--- src/logic/link_pkg.sv ---
`default_nettype none

// Layout of the words coming from the controller, the collision unit and the attack unit
package link_pkg;

	// Controller word
	localparam int JOY_W = 8;
	localparam int JOY_X_LSB = 8; // Bits 15 to 8
	localparam int JOY_Y_LSB = 0; // Bits 7 to 0
	localparam int JUMP_BIT = 24;

	// Stick zones on the Y axis
	localparam logic [JOY_W-1:0] DROP_MAX = 8'd15;
	localparam logic [JOY_W-1:0] JUMP_MIN = 8'd240;

	// Contact word bit indices
	localparam int WALL_UP = 0;
	localparam int WALL_DOWN = 1;
	localparam int WALL_RIGHT = 2;
	localparam int WALL_LEFT = 3;
	localparam int PLATFORM_DOWN = 4;

	// Knockback slave states
	typedef enum logic [1:0] {
		kb_idle,
		kb_divide,
		kb_hold_ack, // First ack cycle, kick strobe
		kb_wait_release
	} kb_state_e;

endpackage

`default_nettype wire

--- src/logic/physics_pkg.sv ---
`default_nettype none

// Fixed-point motion types shared by the datapath
package physics_pkg;

	// Position is 16.16 signed, one register per axis
	localparam int POS_W = 32;
	localparam int FRAC_W = 16;
	localparam int INT_W = POS_W - FRAC_W;

	// Velocity counts fraction units per clock
	localparam int VEL_W = 24;
	localparam int VEL_OUT_W = 16; // Top bits reported on the velocity port

	typedef logic signed [POS_W-1:0] pos_t;
	typedef logic signed [VEL_W-1:0] vel_t;

	// Player motion modes
	typedef enum logic [1:0] {
		st_grounded,
		st_airborne,
		st_knocked, // Hitstun, velocity held from the kick
		st_frozen
	} motion_state_e;

	// Upward jump velocity before the mass shift
	localparam vel_t JUMP_IMPULSE = 24'sh00_1000;

endpackage

`default_nettype wire

--- src/logic/intent_if.sv ---
`timescale 1ns/1ps
`default_nettype none

// Decoded movement intent, decoder to integrator
interface intent_if;
	physics_pkg::vel_t move_x;   // Scaled stick X
	logic jump;                  // One-cycle strobe
	physics_pkg::vel_t jump_vel; // Scaled impulse
	logic drop_through;          // Stick held down

	modport source (output move_x, jump, jump_vel, drop_through);
	modport sink (input move_x, jump, jump_vel, drop_through);
endinterface

`default_nettype wire

--- src/logic/knock_if.sv ---
`timescale 1ns/1ps
`default_nettype none

// Scaled knockback, knockback unit to integrator
interface knock_if;
	logic kick;                // One-cycle strobe
	physics_pkg::vel_t kick_x;
	physics_pkg::vel_t kick_y;
	logic busy;                // Request accepted, not yet released

	modport source (output kick, kick_x, kick_y, busy);
	modport sink (input kick, kick_x, kick_y, busy);
endinterface

`default_nettype wire

--- src/logic/input_decoder.sv ---
`timescale 1ns/1ps
`default_nettype none

module input_decoder #(
	parameter int MASS_SHIFT = 2
) (
	input logic clock,
	input logic reset,
	input logic [31:0] controller,
	input logic [4:0] contact,
	intent_if.source intent
);

	logic [link_pkg::JOY_W-1:0] joy_x, joy_y;
	logic signed [8:0] centred_x;
	logic press, press_prev;
	logic jump_used;
	logic fire, grounded;

	assign joy_x = controller[link_pkg::JOY_X_LSB +: link_pkg::JOY_W];
	assign joy_y = controller[link_pkg::JOY_Y_LSB +: link_pkg::JOY_W];
	assign centred_x = $signed({1'b0, joy_x}) - 9'sd128; // -128 to 127

	// Button or stick flicked up
	assign press = controller[link_pkg::JUMP_BIT] | (joy_y >= link_pkg::JUMP_MIN);
	assign grounded = contact[link_pkg::WALL_DOWN] | contact[link_pkg::PLATFORM_DOWN];

	// Rising press, one jump per landing
	assign fire = press & ~press_prev & ~jump_used;

	assign intent.jump_vel = physics_pkg::JUMP_IMPULSE >>> MASS_SHIFT;

	always_ff @(posedge clock) begin
		if (reset) begin
			press_prev <= 1'b0;
			jump_used <= 1'b0;
			intent.jump <= 1'b0;
		end else begin
			press_prev <= press;
			intent.jump <= fire;
			if (fire)
				jump_used <= 1'b1;
			else if (grounded)
				jump_used <= 1'b0; // Re-arm on contact
		end
	end

	// Stick scaled into fraction units, lighter players move faster
	always_ff @(posedge clock) begin
		intent.move_x <= (physics_pkg::vel_t'(centred_x) <<< 8) >>> MASS_SHIFT;
		intent.drop_through <= joy_y <= link_pkg::DROP_MAX;
	end

endmodule

`default_nettype wire

--- src/logic/knockback_calc.sv ---
`timescale 1ns/1ps
`default_nettype none

module knockback_calc (
	input logic clock,
	input logic reset,
	input logic knock_req,
	input logic [31:0] knockback,
	input logic [15:0] damage,
	output logic knock_ack,
	knock_if.source kick
);

	localparam logic [7:0] DIVISOR = 8'd100;
	localparam logic [3:0] LAST_STEP = 4'd15; // Two quotient bits per step

	link_pkg::kb_state_e state;
	logic [3:0] step;
	logic [15:0] mag_x, mag_y;
	logic [16:0] scale;
	logic [31:0] prod_x, prod_y;
	logic neg_x, neg_y;
	logic [39:0] acc_x, acc_y; // Remainder over dividend and quotient
	logic [39:0] acc_x_next, acc_y_next;
	physics_pkg::vel_t quot_x, quot_y;

	// One restoring step, quotient bit shifts in at the bottom
	function automatic logic [39:0] div_step(input logic [39:0] acc);
		logic [7:0] trial;
		logic fits;
		trial = {acc[38:32], acc[31]};
		fits = trial >= DIVISOR;
		div_step = {fits ? trial - DIVISOR : trial, acc[30:0], fits};
	endfunction

	// Magnitudes first, signs go back on after the divide
	assign mag_x = knockback[31] ? ~knockback[31:16] + 16'd1 : knockback[31:16];
	assign mag_y = knockback[15] ? ~knockback[15:0] + 16'd1 : knockback[15:0];
	assign scale = {1'b0, damage} + 17'd100;
	assign prod_x = {16'd0, mag_x} * {15'd0, scale};
	assign prod_y = {16'd0, mag_y} * {15'd0, scale};

	assign acc_x_next = div_step(div_step(acc_x));
	assign acc_y_next = div_step(div_step(acc_y));
	assign quot_x = acc_x_next[physics_pkg::VEL_W-1:0];
	assign quot_y = acc_y_next[physics_pkg::VEL_W-1:0];

	assign kick.kick = state == link_pkg::kb_hold_ack;
	assign kick.busy = state != link_pkg::kb_idle;

	always_ff @(posedge clock) begin
		if (reset) begin
			state <= link_pkg::kb_idle;
			step <= 4'd0;
			knock_ack <= 1'b0;
		end else begin
			case (state)
				link_pkg::kb_idle: begin
					step <= 4'd0;
					if (knock_req)
						state <= link_pkg::kb_divide;
				end
				link_pkg::kb_divide: begin
					step <= step + 4'd1;
					if (step == LAST_STEP) begin
						state <= link_pkg::kb_hold_ack;
						knock_ack <= 1'b1;
					end
				end
				link_pkg::kb_hold_ack: begin
					if (!knock_req) begin // Early release
						state <= link_pkg::kb_idle;
						knock_ack <= 1'b0;
					end else begin
						state <= link_pkg::kb_wait_release;
					end
				end
				link_pkg::kb_wait_release: begin
					if (!knock_req) begin
						state <= link_pkg::kb_idle;
						knock_ack <= 1'b0;
					end
				end
			endcase
		end
	end

	// Divider datapath
	always_ff @(posedge clock) begin
		if (state == link_pkg::kb_idle && knock_req) begin
			acc_x <= {8'd0, prod_x};
			acc_y <= {8'd0, prod_y};
			neg_x <= knockback[31];
			neg_y <= knockback[15];
		end else if (state == link_pkg::kb_divide) begin
			acc_x <= acc_x_next;
			acc_y <= acc_y_next;
			if (step == LAST_STEP) begin
				kick.kick_x <= neg_x ? -quot_x : quot_x; // Truncates toward zero
				kick.kick_y <= neg_y ? -quot_y : quot_y;
			end
		end
	end

endmodule

`default_nettype wire

--- src/logic/motion_integrator.sv ---
`timescale 1ns/1ps
`default_nettype none

module motion_integrator #(
	parameter int GRAVITY = 4,
	parameter int TICK_DIV = 8
) (
	input logic clock,
	input logic reset,
	input logic [31:0] start_position,
	input logic [4:0] contact,
	input logic freeze,
	intent_if.sink intent,
	knock_if.sink kick,
	output logic [31:0] position,
	output logic [31:0] velocity
);

	localparam int TICK_W = $clog2(TICK_DIV);
	localparam int FRAC_W = physics_pkg::FRAC_W;
	localparam int INT_W = physics_pkg::INT_W;

	logic [TICK_W-1:0] tick_count;
	logic tick;
	physics_pkg::motion_state_e state, state_next;
	logic jump_pending;
	physics_pkg::vel_t vel_x, vel_y;
	physics_pkg::pos_t pos_x, pos_y;
	logic grounded, block_x, block_y;

	assign tick = tick_count == TICK_W'(TICK_DIV - 1);

	// Stick down lets the player fall through a platform
	assign grounded = contact[link_pkg::WALL_DOWN] |
		(contact[link_pkg::PLATFORM_DOWN] & ~intent.drop_through);
	assign block_x = (vel_x > 0 && contact[link_pkg::WALL_RIGHT]) ||
		(vel_x < 0 && contact[link_pkg::WALL_LEFT]);
	assign block_y = vel_y > 0 && contact[link_pkg::WALL_UP];

	always_comb begin
		if (freeze)
			state_next = physics_pkg::st_frozen;
		else if (kick.kick || (state == physics_pkg::st_knocked && kick.busy))
			state_next = physics_pkg::st_knocked; // Hitstun lasts until release
		else if (grounded)
			state_next = physics_pkg::st_grounded;
		else
			state_next = physics_pkg::st_airborne;
	end

	always_ff @(posedge clock) begin
		if (reset)
			tick_count <= '0;
		else
			tick_count <= tick ? '0 : tick_count + TICK_W'(1);
	end

	always_ff @(posedge clock) begin
		if (reset) begin
			state <= physics_pkg::st_grounded;
			jump_pending <= 1'b0;
			vel_x <= '0;
			vel_y <= '0;
		end else begin
			state <= state_next;
			case (state_next)
				physics_pkg::st_frozen: begin
					if (intent.jump)
						jump_pending <= 1'b1;
				end
				physics_pkg::st_knocked: begin
					jump_pending <= 1'b0;
					if (kick.kick) begin
						vel_x <= kick.kick_x;
						vel_y <= kick.kick_y;
					end
				end
				physics_pkg::st_grounded: begin
					if (tick) begin
						vel_x <= intent.move_x;
						vel_y <= (jump_pending | intent.jump) ? intent.jump_vel : '0;
						jump_pending <= 1'b0;
					end else if (intent.jump) begin
						jump_pending <= 1'b1;
					end
				end
				physics_pkg::st_airborne: begin
					if (tick) begin
						if (vel_x < intent.move_x)
							vel_x <= vel_x + 24'sd1; // Ease toward stick
						else if (vel_x > intent.move_x)
							vel_x <= vel_x - 24'sd1;
						vel_y <= vel_y - physics_pkg::vel_t'(GRAVITY);
						jump_pending <= 1'b0;
					end else if (intent.jump) begin
						jump_pending <= 1'b1;
					end
				end
			endcase
		end
	end

	// Position integrates every cycle
	always_ff @(posedge clock) begin
		if (reset) begin
			pos_x <= {start_position[31:16], {FRAC_W{1'b0}}};
			pos_y <= {start_position[15:0], {FRAC_W{1'b0}}};
		end else if (!freeze) begin
			if (!block_x)
				pos_x <= pos_x + physics_pkg::pos_t'(vel_x);
			if (!block_y)
				pos_y <= pos_y + physics_pkg::pos_t'(vel_y);
		end
	end

	assign position = {pos_x[physics_pkg::POS_W-1 -: INT_W], pos_y[physics_pkg::POS_W-1 -: INT_W]};
	assign velocity = {vel_x[physics_pkg::VEL_W-1 -: physics_pkg::VEL_OUT_W],
		vel_y[physics_pkg::VEL_W-1 -: physics_pkg::VEL_OUT_W]};

endmodule

`default_nettype wire

--- src/logic/physics_coprocessor.sv ---
`timescale 1ns/1ps
`default_nettype none

module physics_coprocessor #(
	parameter int MASS_SHIFT = 2,
	parameter int GRAVITY = 4,
	parameter int TICK_DIV = 8
) (
	input logic clock,
	input logic reset,
	input logic [31:0] controller,
	input logic [4:0] contact,       // Collision flags
	input logic freeze,
	input logic [31:0] start_position, // X over Y, integer parts
	input logic knock_req,
	input logic [31:0] knockback,
	input logic [15:0] damage,
	output logic knock_ack,
	output logic [31:0] position,
	output logic [31:0] velocity
);

	intent_if intent ();
	knock_if kick ();

	input_decoder #(
		.MASS_SHIFT(MASS_SHIFT)
	) u_decoder (
		.clock(clock),
		.reset(reset),
		.controller(controller),
		.contact(contact),
		.intent(intent)
	);

	knockback_calc u_knockback (
		.clock(clock),
		.reset(reset),
		.knock_req(knock_req),
		.knockback(knockback),
		.damage(damage),
		.knock_ack(knock_ack),
		.kick(kick)
	);

	motion_integrator #(
		.GRAVITY(GRAVITY),
		.TICK_DIV(TICK_DIV)
	) u_integrator (
		.clock(clock),
		.reset(reset),
		.start_position(start_position),
		.contact(contact),
		.freeze(freeze),
		.intent(intent),
		.kick(kick),
		.position(position),
		.velocity(velocity)
	);

endmodule

`default_nettype wire

--- config.mk ---
export PLATFORM = sky130hd
export DESIGN_NAME = physics_coprocessor
export DESIGN_NICKNAME = d
export VERILOG_FILES = /design/src/logic/link_pkg.sv /design/src/logic/physics_pkg.sv /design/src/logic/intent_if.sv /design/src/logic/knock_if.sv /design/src/logic/input_decoder.sv /design/src/logic/knockback_calc.sv /design/src/logic/motion_integrator.sv /design/src/logic/physics_coprocessor.sv
export SDC_FILE = /design/constraint.sdc
export NUM_CORES = 2
export LEC_CHECK = 0
export BUFFER_PORTS_ARGS = -buffer_cell sky130_fd_sc_hd__buf_2
export CAP_MARGIN = 20
export CORE_ASPECT_RATIO = 1.4
export CORE_UTILIZATION = 63
export CTS_CLUSTER_DIAMETER = 40
export DETAILED_ROUTE_END_ITERATION = 6
export GPL_ROUTABILITY_DRIVEN = 0
export PLACE_DENSITY = 0.79
export SLEW_MARGIN = 10
export SYNTH_ARGS = -nofsm -noshare
export SYNTH_HDL_FRONTEND = slang
export SYNTH_SLANG_ARGS = --single-unit
--- constraint.sdc ---
create_clock -name clock -period 28.4 [get_ports clock]
set_input_delay 4.26 -clock clock [delete_from_list [all_inputs] [get_ports clock]]
set_output_delay 4.26 -clock clock [all_outputs]
set_load 0.01 [all_outputs]
==> results.yml <==
cells_and_area:
  drive_gt1_share_pct: 8.17
  final_area_um2: 37300
  final_cell_mix: "nand2_1 (564), inv_1 (552), fa_1 (417)"
  syn_to_final_growth_pct: 6.82
  fillers: 4444
  mostFrequentLayoutCell: "nand2_1"
  fin_nets: 4957
floorplanning:
  row_count: 101
  fp.dieW_um: 201
  die_h_um: 281
  die-area_um2: 56500
  start_util_pct: 64.0
  pin_count: 186
  core_um2: 54600
synthesis:
  ys_ff_latch: 265
  yosysTopAreaCellShare_pct: 23.9
  synth_mux_area_share_pct: 0.519
  synth_xor_area_share_pct: 6.31
  ys_seq_area_share_pct: 19.4
  synth-compound-area-share_pct: 13.4
  syn_area_um2: 35000
  synth_edf_count: 146
  synth_top_family_by_area: "adder cells"
  synthSimpleGateAreaFrac_pct: 16.2
  synth_cells: 4048
  yosys.area.top_type: "fa_1"
  async_flop_share_pct: 0
  yosys.cell_types.count: 75
  synth_fa_ha_area_share_pct: 35.3
  syn-num-nets: 4906
  syn_area_per_cell_um2: 8.64
  synth_ff_type: "edfxtp_1"
  yosys_warnings: 0
  synthTopCellsByArea: "fa_1 (24%), edfxtp_1 (13%), ha_1 (11%), dfxtp_1 (6.8%), nand2_1 (6.1%)"
clock_tree:
  htree_levels: 1
  path_clk_slew_ps: 60
  cts-buffers-inserted: 31
  cts-root-buf: "clkbuf_16"
  cts_tree: "yes"
  worstSkewPairLatency_ps: 550
  clkSinkCount: 265
  cts_setup_buffers: 0
  ctsResizeCount: 0
  cts_buffer_depth: 3
  postCtsHoldBufs: 0
sta:
  hold_viol: 0
  holdWs_ps: 415
  timing.fmax_mhz: 80.7
  min_period_ps: 12400
  tns_ps: 0
  tightest_slew_ps: 1070
  clock_skew_ps: 11.0
  max_slew_margin_pct: 28.2
  setup_viol_count_final: 0
  slew_violations: 0
  min_period_over_period_pct: 43.6
  rsz0062_at_grt: "false"
critical_path:
  worstSetupPathType: "primary input to flip-flop"
  critPathLaunchType: "primary input"
  required_ps: 28670
  path_common_cell: "fa_1"
  endpoint_kind: "flip-flop"
  cp_top_family: "adder cells"
  crit_start: "knockback[16]"
  rrSetupSlack_ps: 23210
  r2r-start: "u_integrator.vel_x[23]"
  cp_slowest_cell: "o41ai_1"
  crit_fanout: 15
  r2r_end: "u_integrator.vel_x[20]"
  cp_num_buf_inv: 4
  slowest_delay_ps: 600
  crit_path_end: "u_knockback.acc_x[31]"
  path_depth: 29
  cp.arrival_ps: 12670
  rr_worst_depth: 15
outcome:
  violations: "DRC"
  run_status: "finished with violations"
placed_design:
  placed_area_um2: 36300
  port_buffers: 166
  hpwl_mm: 68.4
detailed_routing:
  drt_pre_antenna_iters: 7
  wl_mm: 88.7
  vias: 28600
  antenna_left: 0
  viasPerCell: 5.89
  drc_errors: 20
  wl_per_cell_um: 18.3
  drtIter0Drc: 1894
global_routing:
  grt.total_usage_pct: 31.8
  antenna_found_initial: 4
  grt_max_degree: 84
  grt_pass1_wl_mm: 144
  first_global_vias: 29100
  grt_overflow_total: 0
flow_run:
  cap_violations: 0
worst_hold_path:
  hold_class: "flip-flop to flip-flop"
## worst register-to-register path, delay by kind of cell, from the launching register on
family | cells | cell delay, ps
AO/OA/AOI/OAI | 8 | 2360
XOR/XNOR | 1 | 100
adder cells (fa/ha/maj) | 2 | 840
flip-flops | 1 | 720
multiplexers | 1 | 620
AND/OR/NAND/NOR | 3 | 400
## registers in the layout (all words and copies together) (netlist names)
| name | flops |
|---|---|
| u_decoder.intent.drop_through | 1 |
| u_integrator.pos_x | 32 |
| u_knockback.acc_y | 39 |
| u_knockback.step | 4 |
| u_integrator.vel_x | 24 |
| u_knockback.state | 2 |
| u_integrator.jump_pending | 1 |
| u_decoder.press_prev | 1 |
| u_decoder.intent.jump | 1 |
| u_knockback.kick.kick_x | 24 |
| u_decoder.intent.move_x | 8 |
| u_integrator.pos_y | 32 |
| u_integrator.vel_y | 24 |
| u_knockback.knock_ack | 1 |
| u_knockback.acc_x | 39 |
| u_knockback.kick.kick_y | 24 |
| u_knockback.neg_y | 1 |
| u_decoder.jump_used | 1 |
| u_integrator.tick_count | 3 |
| u_integrator.state | 2 |
| u_knockback.neg_x | 1 |
## per-stage QoR
stage	instances	setup slack [ps]	util [%]
CTS	4842	15910	68.4
finish	4849	16000	68.4
global placement	4783	15440	66.4
floorplan	4048	16510	-
global route	4848	15490	68.4
detailed placement	4785	15380	66.4
## final cells by class
| cell class | count | area (um2) | area share, % |
|---|---|---|---|
| antenna | 5 | 12.5 | 0.0335 |
| clock buffer | 39 | 881 | 2.36 |
| clock inverter | 18 | 171 | 0.459 |
| inverter | 554 | 2080 | 5.57 |
| multi-input combinational | 3017 | 25200 | 67.5 |
| sequential | 265 | 6770 | 18.1 |
| tap | 721 | 902 | 2.42 |
| timing repair buffer | 230 | 1310 | 3.52 |
## Yosys cell counts, types with 15 or more instances
cell type,number
a211oi_1,38
a21o_1,67
a21oi_1,201
a22o_1,24
a31oi_1,17
and2_1,70
buf_4,64
clkbuf_1,142
dfxtp_1,119
edfxtp_1,146
fa_1,417
ha_1,320
inv_1,554
nand2_1,565
nand2b_1,55
nand3_1,42
nand4_1,15
nor2_1,341
nor2b_1,25
nor3_1,59
nor4_1,18
o211ai_1,20
o21a_1,27
o21ai_0,188
o21bai_1,17
o31ai_1,35
or3_1,26
xnor2_1,155
xor2_1,97
## cell families (layout without fill, tap and decap cells)
logic type,count (synthesis),after routing
muxes,17,17
AOI/OAI and AO/OA,735,735
other,0,5
xor gates and xnor gates,252,252
buffers and inverters,766,841
DFF,265,265
adders and majority gates,737,737
and+or+nand+nor,1276,1276
## worst min path at each step
| stage | start | endpoint | cells after the start |
|---|---|---|---|
| 2_1_floorplan | u_decoder.press_prev | u_decoder.intent.jump | 1 |
| 3_3_place_gp | u_decoder.press_prev | u_decoder.intent.jump | 1 |
| 3_5_place_dp | u_decoder.press_prev | u_decoder.intent.jump | 1 |
| 4_1_cts | u_decoder.press_prev | u_decoder.intent.jump | 1 |
| 5_1_grt | u_decoder.press_prev | u_decoder.intent.jump | 1 |
| 6_report | u_decoder.press_prev | u_decoder.intent.jump | 1 |
## metal layers
| metal | routed length (um) | share of wire (%) | up-vias | global-route usage [%] |
|---|---|---|---|---|
| li1 | - | - | 13400 | - |
| met1 | 32500 | 37 | 13700 | 35.9 |
| met2 | 45000 | 51 | 1171 | 58.3 |
| met3 | 6030 | 6.8 | 338 | 4.01 |
| met4 | 5160 | 5.8 | 0 | 16.9 |
| met5 | 0 | 0 | - | 0 |
Power is not shown: default switching activity piles up to over one toggle a cycle in this logic, so the estimate is an artifact.
